[src/common/id_defines.svh]
`ifndef ID_DEFINES_SVH
`define ID_DEFINES_SVH

// data path and pc width
`define ID_XLEN 32

// architectural register index width
`define ID_REG_AW 5

// decoded immediate width
`define ID_IMM_W 32

`endif

[src/common/isa_pkg.sv]
`default_nettype none

`include "id_defines.svh"

package isa_pkg;

  typedef logic [`ID_REG_AW-1:0] reg_addr_t;

  // one-hot alu select, add sits in bit 0
  typedef struct packed {
    logic lui;
    logic sra;
    logic srl;
    logic sll;
    logic op_xor;
    logic op_or;
    logic op_nor;
    logic op_and;
    logic sltu;
    logic slt;
    logic sub;
    logic add;
  } alu_op_t;

  // byte enables of a load or store
  typedef enum logic [3:0] {
    MW_NONE = 4'b0000,
    MW_BYTE = 4'b0001,
    MW_HALF = 4'b0011,
    MW_WORD = 4'b1111
  } mem_width_t;

  typedef struct packed {
    logic may_jump;
    logic use_rj_value;
    logic use_less;
    logic need_less;
    logic use_zero;
    logic need_zero;
    logic is_bl;
    logic is_jirl;
  } branch_t;

endpackage

`default_nettype wire

[src/common/pipe_pkg.sv]
`default_nettype none

`include "id_defines.svh"

package pipe_pkg;

  import isa_pkg::*;

  typedef struct packed {
    logic [`ID_XLEN-1:0] pc;
    logic [31:0]         instr;
  } fetch_slot_t;

  // result bus from execute, checked against source registers
  typedef struct packed {
    logic                valid;
    logic                gr_we;
    reg_addr_t           dest;
    logic [`ID_XLEN-1:0] data;
  } fwd_bus_t;

  typedef struct packed {
    logic [`ID_XLEN-1:0]  pc;
    alu_op_t              alu_op;
    mem_width_t           mem_width;
    logic                 mem_we;
    logic                 res_from_mem;
    branch_t              branch;
    logic                 src1_is_pc;
    logic                 src2_is_imm;
    logic                 src2_is_4;
    logic                 gr_we;
    reg_addr_t            dest;
    logic [`ID_IMM_W-1:0] imm;
    logic [`ID_XLEN-1:0]  rj_value;
    logic [`ID_XLEN-1:0]  rkd_value;
    logic                 use_mul;
    logic                 use_high;
    logic                 is_unsigned;
    logic                 use_div;
    logic                 use_mod;
  } uop_t;

  // what the pair check needs to know about one slot
  typedef struct packed {
    reg_addr_t dest;
    logic      gr_we;
    logic      use_rj;
    logic      use_rkd;
    reg_addr_t rj;
    reg_addr_t rkd;
    logic      is_ls;
    logic      is_mul;
    logic      is_div;
    logic      may_jump;
    logic      unknown;
  } hazard_t;

endpackage

`default_nettype wire

[src/decode/operand_select.sv]
`timescale 1ns/1ps
`default_nettype none

`include "id_defines.svh"

module operand_select
  import isa_pkg::*;
  import pipe_pkg::*;
(
  input  reg_addr_t           raddr,
  input  logic [`ID_XLEN-1:0] rf_rdata,
  input  fwd_bus_t            fwd_old,
  input  fwd_bus_t            fwd_young,
  output logic [`ID_XLEN-1:0] value
);

  logic young_hit;
  logic old_hit;

  assign young_hit = fwd_young.valid && fwd_young.gr_we && fwd_young.dest == raddr;
  assign old_hit   = fwd_old.valid && fwd_old.gr_we && fwd_old.dest == raddr;

  // younger result is the newer value of the register
  always_comb
  begin
    if (young_hit)
      value = fwd_young.data;
    else if (old_hit)
      value = fwd_old.data;
    else
      value = rf_rdata;
  end

endmodule

`default_nettype wire

[src/decode/instr_decoder.sv]
`timescale 1ns/1ps
`default_nettype none

`include "id_defines.svh"

module instr_decoder
  import isa_pkg::*;
  import pipe_pkg::*;
(
  input  fetch_slot_t         slot,
  output reg_addr_t           rf_raddr_rj,
  output reg_addr_t           rf_raddr_rkd,
  input  logic [`ID_XLEN-1:0] rf_rdata_rj,
  input  logic [`ID_XLEN-1:0] rf_rdata_rkd,
  input  fwd_bus_t            fwd_old,
  input  fwd_bus_t            fwd_young,
  output uop_t                uop,
  output hazard_t             hazard
);

  logic [31:0] ins;
  logic [5:0]  op_31_26;
  logic [3:0]  op_25_22;
  logic [1:0]  op_21_20;
  logic [4:0]  op_19_15;
  reg_addr_t   rd;
  reg_addr_t   rj;
  reg_addr_t   rk;
  logic        grp_3r;
  logic        grp_div;
  logic        grp_shi;
  logic        grp_2ri;
  logic        grp_mem;
  logic        add_w, sub_w, slt, sltu, nor_w, and_w, or_w, xor_w;
  logic        sll_w, srl_w, sra_w, slli_w, srli_w, srai_w;
  logic        addi_w, slti, sltui, andi, ori, xori, lu12i_w, pcaddu;
  logic        mul_w, mulh_w, mulhu_w, div_w, mod_w, divu_w, modu_w;
  logic        ld_b, ld_h, ld_w, ld_bu, ld_hu, st_b, st_h, st_w;
  logic        jirl, b_j, bl, beq, bne, blt, bge, bltu, bgeu;
  logic        is_store;
  logic        is_cond_br;
  logic        known;
  alu_op_t     alu_op;
  mem_width_t  mem_width;
  branch_t     branch;
  logic        src2_is_imm;
  logic        src1_is_pc;
  logic        src2_is_4;
  reg_addr_t   dest;
  logic [`ID_IMM_W-1:0] imm;
  logic [`ID_XLEN-1:0]  rj_value;
  logic [`ID_XLEN-1:0]  rkd_value;

  assign ins      = slot.instr;
  assign op_31_26 = ins[31:26];
  assign op_25_22 = ins[25:22];
  assign op_21_20 = ins[21:20];
  assign op_19_15 = ins[19:15];
  assign rd       = ins[4:0];
  assign rj       = ins[9:5];
  assign rk       = ins[14:10];

  // major opcode groups
  assign grp_2ri = op_31_26 == 6'h00;
  assign grp_3r  = grp_2ri && op_25_22 == 4'h0 && op_21_20 == 2'h1;
  assign grp_div = grp_2ri && op_25_22 == 4'h0 && op_21_20 == 2'h2;
  assign grp_shi = grp_2ri && op_25_22 == 4'h1 && op_21_20 == 2'h0;
  assign grp_mem = op_31_26 == 6'h0a;

  assign add_w   = grp_3r && op_19_15 == 5'h00;
  assign sub_w   = grp_3r && op_19_15 == 5'h02;
  assign slt     = grp_3r && op_19_15 == 5'h04;
  assign sltu    = grp_3r && op_19_15 == 5'h05;
  assign nor_w   = grp_3r && op_19_15 == 5'h08;
  assign and_w   = grp_3r && op_19_15 == 5'h09;
  assign or_w    = grp_3r && op_19_15 == 5'h0a;
  assign xor_w   = grp_3r && op_19_15 == 5'h0b;
  assign sll_w   = grp_3r && op_19_15 == 5'h0e;
  assign srl_w   = grp_3r && op_19_15 == 5'h0f;
  assign sra_w   = grp_3r && op_19_15 == 5'h10;
  assign mul_w   = grp_3r && op_19_15 == 5'h18;
  assign mulh_w  = grp_3r && op_19_15 == 5'h19;
  assign mulhu_w = grp_3r && op_19_15 == 5'h1a;
  assign div_w   = grp_div && op_19_15 == 5'h00;
  assign mod_w   = grp_div && op_19_15 == 5'h01;
  assign divu_w  = grp_div && op_19_15 == 5'h02;
  assign modu_w  = grp_div && op_19_15 == 5'h03;
  assign slli_w  = grp_shi && op_19_15 == 5'h01;
  assign srli_w  = grp_shi && op_19_15 == 5'h09;
  assign srai_w  = grp_shi && op_19_15 == 5'h11;
  assign slti    = grp_2ri && op_25_22 == 4'h8;
  assign sltui   = grp_2ri && op_25_22 == 4'h9;
  assign addi_w  = grp_2ri && op_25_22 == 4'ha;
  assign andi    = grp_2ri && op_25_22 == 4'hd;
  assign ori     = grp_2ri && op_25_22 == 4'he;
  assign xori    = grp_2ri && op_25_22 == 4'hf;
  assign lu12i_w = op_31_26 == 6'h05 && !ins[25];
  assign pcaddu  = op_31_26 == 6'h07 && !ins[25];
  assign ld_b    = grp_mem && op_25_22 == 4'h0;
  assign ld_h    = grp_mem && op_25_22 == 4'h1;
  assign ld_w    = grp_mem && op_25_22 == 4'h2;
  assign st_b    = grp_mem && op_25_22 == 4'h4;
  assign st_h    = grp_mem && op_25_22 == 4'h5;
  assign st_w    = grp_mem && op_25_22 == 4'h6;
  assign ld_bu   = grp_mem && op_25_22 == 4'h8;
  assign ld_hu   = grp_mem && op_25_22 == 4'h9;
  assign jirl    = op_31_26 == 6'h13;
  assign b_j     = op_31_26 == 6'h14;
  assign bl      = op_31_26 == 6'h15;
  assign beq     = op_31_26 == 6'h16;
  assign bne     = op_31_26 == 6'h17;
  assign blt     = op_31_26 == 6'h18;
  assign bge     = op_31_26 == 6'h19;
  assign bltu    = op_31_26 == 6'h1a;
  assign bgeu    = op_31_26 == 6'h1b;

  assign is_store   = st_b | st_h | st_w;
  assign is_cond_br = beq | bne | blt | bge | bltu | bgeu;

  assign known = add_w | sub_w | slt | sltu | nor_w | and_w | or_w | xor_w
               | sll_w | srl_w | sra_w | slli_w | srli_w | srai_w
               | addi_w | slti | sltui | andi | ori | xori | lu12i_w | pcaddu
               | mul_w | mulh_w | mulhu_w | div_w | mod_w | divu_w | modu_w
               | ld_b | ld_h | ld_w | ld_bu | ld_hu | is_store
               | jirl | b_j | bl | is_cond_br;

  // address calc and link use the adder, compares use sub/slt
  assign alu_op.add    = add_w | addi_w | grp_mem | jirl | bl | pcaddu;
  assign alu_op.sub    = sub_w | beq | bne;
  assign alu_op.slt    = slt | slti | blt | bge;
  assign alu_op.sltu   = sltu | sltui | bltu | bgeu;
  assign alu_op.op_and = and_w | andi;
  assign alu_op.op_nor = nor_w;
  assign alu_op.op_or  = or_w | ori;
  assign alu_op.op_xor = xor_w | xori;
  assign alu_op.sll    = sll_w | slli_w;
  assign alu_op.srl    = srl_w | srli_w;
  assign alu_op.sra    = sra_w | srai_w;
  assign alu_op.lui    = lu12i_w;

  assign mem_width = (ld_w | st_w)          ? MW_WORD :
                     (ld_h | ld_hu | st_h) ? MW_HALF :
                     (ld_b | ld_bu | st_b) ? MW_BYTE : MW_NONE;

  assign branch.may_jump     = is_cond_br | jirl | b_j | bl;
  assign branch.use_rj_value = jirl;
  assign branch.use_less     = blt | bge | bltu | bgeu;
  assign branch.need_less    = blt | bltu;
  assign branch.use_zero     = beq | bne;
  assign branch.need_zero    = beq;
  assign branch.is_bl        = bl;
  assign branch.is_jirl      = jirl;

  assign src1_is_pc  = jirl | bl | pcaddu;
  assign src2_is_4   = jirl | bl;
  assign src2_is_imm = slli_w | srli_w | srai_w | addi_w | slti | sltui
                     | andi | ori | xori | lu12i_w | pcaddu | grp_mem;

  // ui5, si20<<12, si26, si16, zero-extended ui12, si12
  always_comb
  begin
    if (lu12i_w | pcaddu)
      imm = {ins[24:5], 12'b0};
    else if (slli_w | srli_w | srai_w)
      imm = {{(`ID_IMM_W-5){1'b0}}, rk};
    else if (b_j | bl)
      imm = {{(`ID_IMM_W-26){ins[9]}}, ins[9:0], ins[25:10]};
    else if (jirl | is_cond_br)
      imm = {{(`ID_IMM_W-16){ins[25]}}, ins[25:10]};
    else if (andi | ori | xori)
      imm = {{(`ID_IMM_W-12){1'b0}}, ins[21:10]};
    else
      imm = {{(`ID_IMM_W-12){ins[21]}}, ins[21:10]};
  end

  assign dest         = bl ? reg_addr_t'(1) : rd;
  assign rf_raddr_rj  = rj;
  assign rf_raddr_rkd = (is_store | is_cond_br) ? rd : rk;

  operand_select u_sel_rj (
    .raddr     (rf_raddr_rj),
    .rf_rdata  (rf_rdata_rj),
    .fwd_old   (fwd_old),
    .fwd_young (fwd_young),
    .value     (rj_value)
  );

  operand_select u_sel_rkd (
    .raddr     (rf_raddr_rkd),
    .rf_rdata  (rf_rdata_rkd),
    .fwd_old   (fwd_old),
    .fwd_young (fwd_young),
    .value     (rkd_value)
  );

  always_comb
  begin
    uop.pc           = slot.pc;
    uop.alu_op       = alu_op;
    uop.mem_width    = mem_width;
    uop.mem_we       = is_store;
    uop.res_from_mem = grp_mem & ~is_store & known;
    uop.branch       = branch;
    uop.src1_is_pc   = src1_is_pc;
    uop.src2_is_imm  = src2_is_imm;
    uop.src2_is_4    = src2_is_4;
    uop.gr_we        = ~is_store & ~is_cond_br & ~b_j & (dest != '0);
    uop.dest         = dest;
    uop.imm          = imm;
    uop.rj_value     = rj_value;
    uop.rkd_value    = rkd_value;
    uop.use_mul      = mul_w | mulh_w | mulhu_w;
    uop.use_high     = mulh_w | mulhu_w;
    uop.is_unsigned  = mulhu_w | divu_w | modu_w | ld_bu | ld_hu;
    uop.use_div      = div_w | mod_w | divu_w | modu_w;
    uop.use_mod      = mod_w | modu_w;
  end

  always_comb
  begin
    hazard.dest     = dest;
    hazard.gr_we    = uop.gr_we;
    // pc-relative forms and the long jumps never read rj
    hazard.use_rj   = jirl | ~(src1_is_pc | b_j | lu12i_w);
    hazard.use_rkd  = (~(src2_is_4 | src2_is_imm) & ~b_j) | is_store;
    hazard.rj       = rf_raddr_rj;
    hazard.rkd      = rf_raddr_rkd;
    hazard.is_ls    = mem_width != MW_NONE;
    hazard.is_mul   = uop.use_mul;
    hazard.is_div   = uop.use_div;
    hazard.may_jump = branch.may_jump;
    hazard.unknown  = ~known;
  end

  // every kept encoding selects a single alu function or none
  a_alu_onehot: assert final ($isunknown(ins) || $onehot0(alu_op))
    else $error("alu_op not one-hot for instr %h", ins);

endmodule

`default_nettype wire

[src/verilog/pair_check.sv]
`timescale 1ns/1ps
`default_nettype none

module pair_check
  import pipe_pkg::*;
(
  input  hazard_t hz0,
  input  hazard_t hz1,
  output logic    need_single
);

  logic slot0_ctrl;
  logic jump_behind_long;
  logic ls_behind_muldiv;
  logic same_unit;
  logic raw_rj;
  logic raw_rkd;
  logic raw;

  // slot 0 control flow or memory access always goes alone
  assign slot0_ctrl = hz0.may_jump | hz0.is_ls;

  assign jump_behind_long = hz1.may_jump & (hz0.is_ls | hz0.is_mul | hz0.is_div);
  assign ls_behind_muldiv = hz1.is_ls & (hz0.is_mul | hz0.is_div);

  // only one multiplier and one divider
  assign same_unit = (hz0.is_mul & hz1.is_mul) | (hz0.is_div & hz1.is_div);

  assign raw_rj  = hz1.use_rj && hz1.rj == hz0.dest;
  assign raw_rkd = hz1.use_rkd && hz1.rkd == hz0.dest;
  assign raw     = hz0.gr_we && hz0.dest != '0 && (raw_rj || raw_rkd);

  assign need_single = slot0_ctrl
                     | jump_behind_long
                     | ls_behind_muldiv
                     | same_unit
                     | hz0.unknown
                     | hz1.unknown
                     | raw;

endmodule

`default_nettype wire

[src/verilog/issue_stage.sv]
`timescale 1ns/1ps
`default_nettype none

`include "id_defines.svh"

module issue_stage
  import isa_pkg::*;
  import pipe_pkg::*;
(
  input  logic                clk,
  input  logic                rst,
  input  fetch_slot_t         slot0,
  input  fetch_slot_t         slot1,
  input  logic                slot0_valid,
  input  logic                slot1_valid,
  output logic [1:0]          pop,
  output reg_addr_t           rf_raddr [4],
  input  logic [`ID_XLEN-1:0] rf_rdata [4],
  input  fwd_bus_t            fwd_old,
  input  fwd_bus_t            fwd_young,
  input  logic                exe_ready,
  input  logic                flush,
  output uop_t                uop0,
  output uop_t                uop1,
  output logic                uop0_valid,
  output logic                uop1_valid
);

  uop_t    dec_uop0;
  uop_t    dec_uop1;
  hazard_t hz0;
  hazard_t hz1;
  logic    need_single;
  logic    issue0;
  logic    issue1;

  instr_decoder u_dec0 (
    .slot         (slot0),
    .rf_raddr_rj  (rf_raddr[0]),
    .rf_raddr_rkd (rf_raddr[1]),
    .rf_rdata_rj  (rf_rdata[0]),
    .rf_rdata_rkd (rf_rdata[1]),
    .fwd_old      (fwd_old),
    .fwd_young    (fwd_young),
    .uop          (dec_uop0),
    .hazard       (hz0)
  );

  instr_decoder u_dec1 (
    .slot         (slot1),
    .rf_raddr_rj  (rf_raddr[2]),
    .rf_raddr_rkd (rf_raddr[3]),
    .rf_rdata_rj  (rf_rdata[2]),
    .rf_rdata_rkd (rf_rdata[3]),
    .fwd_old      (fwd_old),
    .fwd_young    (fwd_young),
    .uop          (dec_uop1),
    .hazard       (hz1)
  );

  pair_check u_pair (
    .hz0         (hz0),
    .hz1         (hz1),
    .need_single (need_single)
  );

  assign issue0 = slot0_valid;
  assign issue1 = slot1_valid & ~need_single;
  assign pop    = {issue1 & exe_ready, issue0 & exe_ready};

  // flush beats a stall
  always_ff @(posedge clk)
  begin
    if (rst || flush)
    begin
      uop0_valid <= 1'b0;
      uop1_valid <= 1'b0;
    end
    else if (exe_ready)
    begin
      uop0_valid <= issue0;
      uop1_valid <= issue1;
    end
  end

  always_ff @(posedge clk)
  begin
    if (exe_ready)
    begin
      uop0 <= dec_uop0;
      uop1 <= dec_uop1;
    end
  end

  a_no_pop_stalled: assert property (@(posedge clk) !exe_ready |-> pop == 2'b00)
    else $error("pop while execute not ready");

  a_clear_valid: assert property (@(posedge clk)
    (rst || flush) |=> (!uop0_valid && !uop1_valid))
    else $error("issue register valid after reset or flush");

  // a stalled pair must reach execute unchanged
  a_hold_stall: assert property (@(posedge clk) disable iff (rst)
    (!exe_ready && !flush) |=> ($stable(uop0_valid) && $stable(uop1_valid)
      && (!uop0_valid || $stable(uop0)) && (!uop1_valid || $stable(uop1))))
    else $error("issue register changed during stall");

endmodule

`default_nettype wire

[config.mk]
export PLATFORM = sky130hd
export DESIGN_NAME = issue_stage
export DESIGN_NICKNAME = d
export VERILOG_FILES = /design/src/common/isa_pkg.sv /design/src/common/pipe_pkg.sv /design/src/decode/operand_select.sv /design/src/decode/instr_decoder.sv /design/src/verilog/pair_check.sv /design/src/verilog/issue_stage.sv
export VERILOG_INCLUDE_DIRS = /design/src /design/src/common
export SDC_FILE = /design/constraint.sdc
export NUM_CORES = 1
export LEC_CHECK = 0
export BUFFER_PORTS_ARGS = -buffer_cell sky130_fd_sc_hd__buf_2
export CORE_AREA = 2 2 275 277
export DETAILED_ROUTE_END_ITERATION = 10
export DIE_AREA = 0 0 277 279
export HOLD_SLACK_MARGIN = 0.15
export MAX_ROUTING_LAYER = met4
export PLACE_DENSITY = 0.45
export SKIP_CTS_REPAIR_TIMING = 1
export SYNTH_ARGS = -nofsm -noshare
export SYNTH_HDL_FRONTEND = slang
export SYNTH_SLANG_ARGS = --single-unit
[constraint.sdc]
create_clock -name clk -period 2.95 [get_ports clk]
set_input_delay 0.59 -clock clk [delete_from_list [all_inputs] [get_ports clk]]
set_output_delay 0.59 -clock clk [all_outputs]
set_load 0.005 [all_outputs]
Word level (Yosys, flattened, before mapping)

Cells that the tools add are included.

Word-level logic and storage cells: 569
Input bits: 340
Register bits after elaboration: 336

Equality and inequality tests: 92
Bitwise operators: 255
Mux-type cells: 28
Reductions and logical operators: 116

Operators with widths:

| cell                                                                  | count |
|---|---|
| 32-bit 2-to-1 mux                                                     | 18 |
| 1-bit bitwise OR                                                      | 226 |
| 6-bit by 5-bit equality test with 1-bit output, second input constant | 18 |
| 1-bit logical AND                                                     | 98 |
| 5-bit by 4-bit equality test with 1-bit output, second input constant | 12 |
| 5-bit equality test                                                   | 10 |
| 5-bit equality test, second input constant                            | 10 |
| 4-bit equality test, second input constant                            | 12 |
| 4-bit by 3-bit equality test with 1-bit output, second input constant | 6 |
| 6-bit by 3-bit equality test with 1-bit output, second input constant | 4 |
| 5-bit by 2-bit equality test with 1-bit output, second input constant | 4 |
| 5-bit by 3-bit equality test with 1-bit output, second input constant | 4 |
| 5-bit 2-to-1 mux                                                      | 4 |
| 1-bit bitwise AND                                                     | 18 |
| 4-bit 2-to-1 mux                                                      | 4 |
| 6-bit by 4-bit equality test with 1-bit output, second input constant | 2 |
| 6-bit logical NOT                                                     | 2 |
| 1-bit NOT                                                             | 11 |
| 5-bit by 1-bit equality test with 1-bit output, second input constant | 2 |
| 5-bit logical NOT                                                     | 2 |
| 5-bit nonzero test                                                    | 2 |
| 4-bit by 1-bit equality test with 1-bit output, second input constant | 2 |
| 4-bit by 2-bit equality test with 1-bit output, second input constant | 2 |
| 4-bit logical NOT                                                     | 2 |
| 8 further kinds                                                       | 16 |

Logic depth before layout (Yosys ltp)

Gate-level depths: netlist (run 1).

Depth in word-level cells: 49
Gate-level depth with buffers: 12
Gate-level depth less buffers: 8

Modules after synthesis

From an unflattened synthesis (run 1), not the netlist that was laid out.

Cells, all modules: 1,627
Area total of the unflattened synthesis: 17,994.8 um^2

Modules (own cells, without submodules):

| module         | seq. area each (um^2) | area an instance (um^2) | cells each | times used |
|---|---|---|---|---|
| issue_stage    | 10,129.7              | 10,182.3                | 345        | 1 |
| operand_select | 0.0                   | 974.7                   | 170        | 4 |
| instr_decoder  | 0.0                   | 1,871.8                 | 291        | 2 |
| pair_check     | 0.0                   | 170.2                   | 20         | 1 |

Worst setup path before layout (run 1)

Ideal clock, no wire load.

Kind: input to register
Start: in slot0[29] (netlist name)
End: reg uop0[10] (netlist name) (data pin)
Cell stages on the path: 9
Setup slack: -113 ps
Arrival: 2,789 ps
Path through: clkbuf_1 and3b_1 o21a_1 nor2_1 mux2_2 a2111o_1 clkbuf_1 o21ai_0 a31oi_1

RTL lines:

| element              | line              | text |
|---|---|---|
| start, declared      | issue_stage.sv:12 | `input fetch_slot_t slot0,` |
| end signal, assigned | issue_stage.sv:90 | `uop0 <= dec_uop0;` |
| end, declared        | issue_stage.sv:23 | `output uop_t uop0,` |

Final worst setup path (run 1)

Start: in slot1[28] (netlist name)
End: out pop[1]

Cells in the longest elaborated chain, start to end: 48
Elaborated cells between the ends (all ways): 161

RTL lines:

| element                              | line                                     | text |
|---|---|---|
| start, declared                      | issue_stage.sv:13                        | `input fetch_slot_t slot1,` |
| 6-bit logical NOT                    | instr_decoder.sv:64                      | `assign grp_2ri = op_31_26 == 6'h00;` |
| 1-bit logical AND                    | instr_decoder.sv:65, instr_decoder.sv:66 |  |
| 1-bit logical AND                    | instr_decoder.sv:65                      | `assign grp_3r = grp_2ri && op_25_22 == 4'h0 && op_21_20 == 2'h1;` |
| 1-bit logical AND (on tied branches) | instr_decoder.sv:70, instr_decoder.sv:71 |  |
| 1-bit bitwise OR (7 in a row)        | instr_decoder.sv:120                     | `assign known = add_w \| sub_w \| slt \| sltu \| nor_w \| and_w \| or_w \| xor_w` |
| 1-bit bitwise OR (6 in a row)        | instr_decoder.sv:121                     | `\| sll_w \| srl_w \| sra_w \| slli_w \| srli_w \| srai_w` |
| 1-bit bitwise OR (8 in a row)        | instr_decoder.sv:122                     | `\| addi_w \| slti \| sltui \| andi \| ori \| xori \| lu12i_w \| pcaddu` |
| 1-bit bitwise OR (7 in a row)        | instr_decoder.sv:123                     | `\| mul_w \| mulh_w \| mulhu_w \| div_w \| mod_w \| divu_w \| modu_w` |
| 1-bit bitwise OR (6 in a row)        | instr_decoder.sv:124                     | `\| ld_b \| ld_h \| ld_w \| ld_bu \| ld_hu \| is_store` |
| 1-bit bitwise OR (4 in a row)        | instr_decoder.sv:125                     | `\| jirl \| b_j \| bl \| is_cond_br;` |
| 1-bit NOT                            | instr_decoder.sv:232                     | `hazard.unknown = ~known;` |
| 1-bit bitwise OR                     | pair_check.sv:38                         | `\| hz1.unknown` |
| 1-bit bitwise OR (*)                 | pair_check.sv:39                         | `\| raw;` |
| 1-bit NOT (*)                        | issue_stage.sv:68                        | `assign issue1 = slot1_valid & ~need_single;` |
| 1-bit bitwise AND (*)                | issue_stage.sv:68                        |  |
| 1-bit bitwise AND (*)                | issue_stage.sv:69                        | `assign pop = {issue1 & exe_ready, issue0 & exe_ready};` |
| end, declared                        | issue_stage.sv:16                        | `output logic [1:0] pop,` |

Every way passes the cells marked *; elsewhere a longest branch is shown, timed or not.

==> results of run 1 <==
## layer usage
| metal | vias up | GRT usage | routed length [microns] |
|---|---|---|---|
| li1 | 7606 | - | - |
| met1 | 8383 | 0.258 | 33900 |
| met2 | 850 | 0.357 | 41500 |
| met3 | 129 | 0.0431 | 5950 |
| met4 | 0 | 0.0534 | 2000 |
| met5 | - | - | 0 |
## power groups by stage
stage | Clock [uW] | Sequential [uW] | Combinational (uW)
after global routing | 5510 | 5810 | 2310
after global placement | 0 | 5860 | 2100
after detailed placement | 0 | 5860 | 2110
after CTS | 5330 | 5770 | 2110
final | 5190 | 5770 | 2170
after floorplan | 0 | 5900 | 625
## cell usage after synthesis, types with 6 or more instances
library cell	count	area [sq um]
xor2_1	12	105
edfxtp_1	332	9970
mux2i_1	66	661
o21ai_1	6	30.0
a21o_1	24	180
and2_1	21	131
o21ai_0	69	345
nand2_1	80	300
and3_1	10	62.6
nand2b_1	10	62.6
a21oi_1	103	515
nand3_1	59	295
nor2b_1	29	181
or3_1	8	50.1
nor2_1	139	522
nor4_1	76	475
clkbuf_1	107	402
a31oi_1	70	438
xnor2_1	15	131
nor3_1	24	120
buf_2	7	35.0
a211oi_1	6	45.0
buf_4	14	105
nor3b_1	8	60.1
o31ai_1	36	270
inv_1	24	90.1
nand4_1	46	288
buf_1	11	41.3
## cell usage in the layout (no fill, tap or decap), drive strengths merged, types with 12 or more instances in the layout
| cell type | netlist | layout |
|---|---|---|
| xnor2 | 15 | 15 |
| nor3 | 26 | 26 |
| nor2b | 29 | 29 |
| dlygate4sd3 | 0 | 16 |
| nor2 | 139 | 139 |
| clkinv | 2 | 20 |
| clkbuf | 107 | 50 |
| inv | 27 | 29 |
| nand2 | 80 | 80 |
| xor2 | 12 | 12 |
| diode | 0 | 15 |
| nand4 | 48 | 48 |
| a31oi | 70 | 70 |
| o21ai | 77 | 77 |
| buf | 35 | 939 |
| mux2i | 66 | 66 |
| a21o | 24 | 24 |
| and2 | 21 | 21 |
| o31ai | 36 | 36 |
| nand3 | 61 | 61 |
| a21oi | 104 | 104 |
| nor4 | 76 | 76 |
| edfxtp | 332 | 332 |
## cell families after synthesis
group	synth area share
DFF	0.591
and+or+nand+nor	0.175
muxes	0.0397
buffers and inverters	0.0430
xor gates and xnor gates	0.0140
AOI/OAI and AO/OA	0.137
## worst max-delay path: stages
cell and delay (ps):
buf_2 140, and2b_2 250, nand4_4 170, buf_6 210
buf_6 110, nand3_4 90, a21o_1 120, nand4_1 150
nor4_4 440, nor4bb_4 80, buf_2 160
## worst min path at each step
| stage | from | end | slack, ps | cells after the start |
|---|---|---|---|---|
| global route | slot0[51] | uop0[155]$_DFFE_PP_ | 150 | 1 |
| finish | slot0[61] | uop0[165]$_DFFE_PP_ | 180 | 1 |
| CTS | slot0[49] | uop0[153]$_DFFE_PP_ | 130 | 1 |
| global placement | uop1_valid$_SDFFE_PP0P_ | uop1_valid$_SDFFE_PP0P_ | 470 | 2 |
| detailed placement | uop1_valid$_SDFFE_PP0P_ | uop1_valid$_SDFFE_PP0P_ | 500 | 2 |
| floorplan | uop1_valid$_SDFFE_PP0P_ | uop1_valid$_SDFFE_PP0P_ | 480 | 2 |
## sequential cells by signal, indices dropped and copies added, names as in the netlist
signal	flops
uop1_valid	1
uop1	166
uop0_valid	1
uop0	166
## cell type report
cell class | count | area (sq um)
fillers | 7617 | 48900
repair buffers | 957 | 5840
multi-input cells | 1018 | 6570
inverters | 29 | 114
flip-flops and latches | 334 | 10000
diodes | 15 | 37.5
well taps | 969 | 1210
clock buffers | 48 | 1090
clock inverters | 27 | 256
## per-stage QoR
step | hold slack [ps] | TNS [ps] | setup slack (ps)
floorplan | 479 | -1040 | -34.8
global placement | 472 | -12800 | -464
CTS | 129 | -469 | -469
detailed placement | 495 | -14820 | -460
finish | 182 | -177 | -177
global route | 150 | -283 | -283
==> flow_summary.yaml, run 1 <==
finish:
  final_nets: 2723
  layoutNonFillerInstCount: 3397
  utilization: 0.339
  layout-drive-gt1-share: 0.447
  syn2layout_area_growth_pct: 48.4
  final_cell_area_sq_mm: 0.0251
sta:
  max-slew-margin-rel: 0.287
  fin_crit_ps: 3130
  fin_crit_sh: 1.06
  setup_ws_ps: -177
  setup_viol: 1
  hold_viol: 0
  finalMaxSlewViolations: 0
  final.setup_skew_ps: 0
  tightest_slew_ps: 1070
  rsz0062_at_grt: "yes"
  clock.fmax_mhz: 320
critical_path:
  end_kind: "primary output"
  critical_path_class: "in -> out"
  crit_arrival_ps: 2540
  cp_max_fo: 6
  setup.worst_path.end: "pop[1]"
  start_kind: "primary input"
  reg2reg_to: "uop0_valid$_SDFFE_PP0P_"
  r2r_slack_ps: 2240
  r2r_cells: 2
  r2r-start: "uop0_valid$_SDFFE_PP0P_"
  critPathLaunch: "slot1[28]"
  worstPathRequired_ps: 2360
power:
  power_density_mw_per_mm2: 522
  p_switching_uw: 3630
  seqPwrFrac: 0.440
  p_int_uw: 9490
  p_total_uw: 13100
  p_leak_uw: 0.0106
  clkPwrFrac: 0.395
  ir_worst_vdd_mv: 0.330
  switching_share: 0.277
  p_comb_frac: 0.165
detailed_routing:
  via_count: 17000
  drtIter0Drc: 1234
  drt_drc_violations_left: 0
  first_pass_iters: 7
  ant_nets: 0
  wirelength_mm: 83.4
  vias_per_cell: 4.99
  wire_per_inst_microns: 24.6
grt:
  grt_pass1_vias: 16700
  gr-usage-all-layers: 0.211
  overflow: 0
  grt_antenna_before_repair: 16
  grt_pass1_wl_mm: 118
  grt_max_degree: 145
logic_synthesis:
  async_reset_ff_frac: 0
  synth_edf_count: 332
  synth_warnings: 0
  syn_area_sq_mm: 0.0169
  avgSynthCellArea_sq_um: 11.1
  syn_inst: 1523
  ys_ff_latch: 334
  syn_nets: 1863
  yosysUniqueCellTypes: 80
  ys_seq_area_frac: 0.591
  synth_ff_type: "edfxtp_1"
clocking:
  clock_path_buffers: 3
  cts_buffers: 43
  clk_latency_ps: 560
  h-tree-depth: 2
  cts_tree: "built"
  root_buffer: "clkbuf_16"
  clkTransAtPathRegs_ps: 60
  cts.sinks: 334
outcome:
  status: "finished, violations left"
  failed_checks: "setup timing"
floorplanning:
  die_x_microns: 277
  io_pins: 700
  num_rows: 100
  die_height_microns: 279
  start_util: 0.229
  core_sq_mm: 0.0741
  dieArea_sq_mm: 0.0773
placement:
  placed_cells: 3274
  io_buffers: 699
  dpl.hpwl_mm: 62.8
  place_congestion: 0.865
  place_area_sq_mm: 0.0231
worst_hold_path:
  hp-class: "in -> reg"
job:
  maxCapViolations: 0
Note: power is estimated with default switching activity, not from simulation.
==> inputs of run 2 (changes only) <==
--- a/config.mk
+++ b/config.mk
@@ -6,7 +6,7 @@
 export SDC_FILE = /design/constraint.sdc
 export NUM_CORES = 1
 export LEC_CHECK = 0
-export BUFFER_PORTS_ARGS = -buffer_cell sky130_fd_sc_hd__buf_2
+export BUFFER_PORTS_ARGS = -buffer_cell sky130_fd_sc_hd__clkbuf_2
 export CORE_AREA = 2 2 275 277
 export DETAILED_ROUTE_END_ITERATION = 10
 export DIE_AREA = 0 0 277 279
==> flow_summary.yaml, run 2 (synthesized netlist as in run 1, its figures left out) <==
floorplanning:
  core_sq_mm: 0.0741
  start_util: 0.229
  dieArea_sq_mm: 0.0773
  num_rows: 100
  die_x_microns: 277
  die_height_microns: 279
  io_pins: 700
critical_path:
  worstPathRequired_ps: 2360
  critical_path_class: "in -> out"
  cpMaxStageDelayCell: "nor4_4"
  crit_arrival_ps: 2560
  start_kind: "primary input"
  critPathTopFamily: "simple AND/OR/NAND/NOR gates"
  path_buf_inv: 3
  end_kind: "primary output"
  cp_max_fo: 7
  max_stage_delay_ps: 420
  path_cells: "buf_6 > and4bb_2 > a21oi_4 > buf_12 > a31oi_4 > a32oi_2 > o2111ai_2 > nor4_4 > nor4bb_2 > buf_2"
clocking:
  cts_tree: "built"
  cts.sinks: 334
  cts_buffers: 43
  root_buffer: "clkbuf_16"
  clk_latency_ps: 570
  h-tree-depth: 2
  clock_path_buffers: 3
  clkTransAtPathRegs_ps: 60
detailed_routing:
  wire_per_inst_microns: 24.5
  via_count: 16800
  vias_per_cell: 4.94
  ant_nets: 0
  drt_drc_violations_left: 0
  first_pass_iters: 5
  wirelength_mm: 83.2
  drtIter0Drc: 1248
placement:
  dpl.hpwl_mm: 63.7
  place_congestion: 0.876
  placed_cells: 3295
  io_buffers: 699
  place_area_sq_mm: 0.0233
sta:
  fin_hold_ws_ps: 188
  rsz0062_at_grt: "yes"
  max-slew-margin-rel: 0.289
  setup_ws_ps: -198
  tightest_slew_ps: 1070
  hold_viol: 0
  fin_crit_sh: 1.07
  clock.fmax_mhz: 318
  finalMaxSlewViolations: 0
  final.setup_skew_ps: 0
  setup_viol: 1
  fin_crit_ps: 3150
power:
  p_switching_uw: 3620
  ir_worst_vdd_mv: 0.322
  switching_share: 0.277
  p_int_uw: 9430
  p_leak_uw: 0.0108
  power_density_mw_per_mm2: 521
  clkPwrFrac: 0.390
  p_comb_frac: 0.166
  seqPwrFrac: 0.443
grt:
  grt_pass1_vias: 16700
  gr-usage-all-layers: 0.211
  grt_max_degree: 138
  grt_antenna_before_repair: 13
  overflow: 0
  grt_pass1_wl_mm: 118
finish:
  regArea_sq_mm: 0.0100
  layout-drive-gt1-share: 0.445
  top_regs: "uop0: 166 flops, uop1: 166 flops"
  syn2layout_area_growth_pct: 48.0
  multiInputGateArea_sq_mm: 0.00654
  final_nets: 2725
  mostFrequentLayoutCells: "692 x clkbuf_2, 332 x edfxtp_1, 225 x buf_4"
  layoutNonFillerInstCount: 3401
  utilization: 0.338
  final_cell_area_sq_mm: 0.0251
  fill_cells: 7614
  final_common_cell: "clkbuf_2"
outcome:
  failed_checks: "setup timing"
  status: "finished, violations left"
job:
  maxCapViolations: 0
worst_hold_path:
  hp-class: "in -> reg"
==> run 2: layer usage <==
metal / share of wire / up-vias / track usage
met3: 0.072 / 126 / 0.0500
li1: - / 7605 / -
met1: 0.41 / 8297 / 0.253
met4: 0.027 / 0 / 0.0610
met5: 0 / - / -
met2: 0.49 / 780 / 0.354
==> run 2: final timing paths <==
kind | to | cells past startpoint | slack [ps] | from
worst max-delay path | pop[1] | 10 | -200 | slot1[30]
worst min register to register | uop1_valid$_SDFFE_PP0P_ | 2 | 490 | uop1_valid$_SDFFE_PP0P_
worst max register to register | uop0_valid$_SDFFE_PP0P_ | 2 | 2220 | uop0_valid$_SDFFE_PP0P_
worst min-delay path | uop0[167]$_DFFE_PP_ | 1 | 190 | slot0[63]
==> run 2: power by group through the flow <==
stage / combinational (uW) / sequential (uW) / clock, uW
3_5_place_dp: 2130 / 5880 / 0
2_1_floorplan: 625 / 5900 / 0
6_report: 2170 / 5780 / 5090
3_3_place_gp: 2130 / 5880 / 0
4_1_cts: 2140 / 5790 / 5260
5_1_grt: 2320 / 5820 / 5430
==> run 2: cell type report <==
class,count,area share
flip-flops and latches,334,0.399
multi-input cells,1018,0.261
repair buffers,959,0.232
well taps,969,0.0484
clock buffers,51,0.0441
clock inverters,27,0.00959
inverters,29,0.00454
diodes,14,0.00140
==> run 2: metrics by stage <==
step / worst slack [ps] / setup TNS (ps) / power (uW)
floorplan: -34.8 / -1040 / 6520
global route: -302 / -302 / 13600
finish: -198 / -198 / 13000
CTS: -484 / -484 / 13200
global placement: -427 / -12560 / 8010
detailed placement: -491 / -14290 / 8010
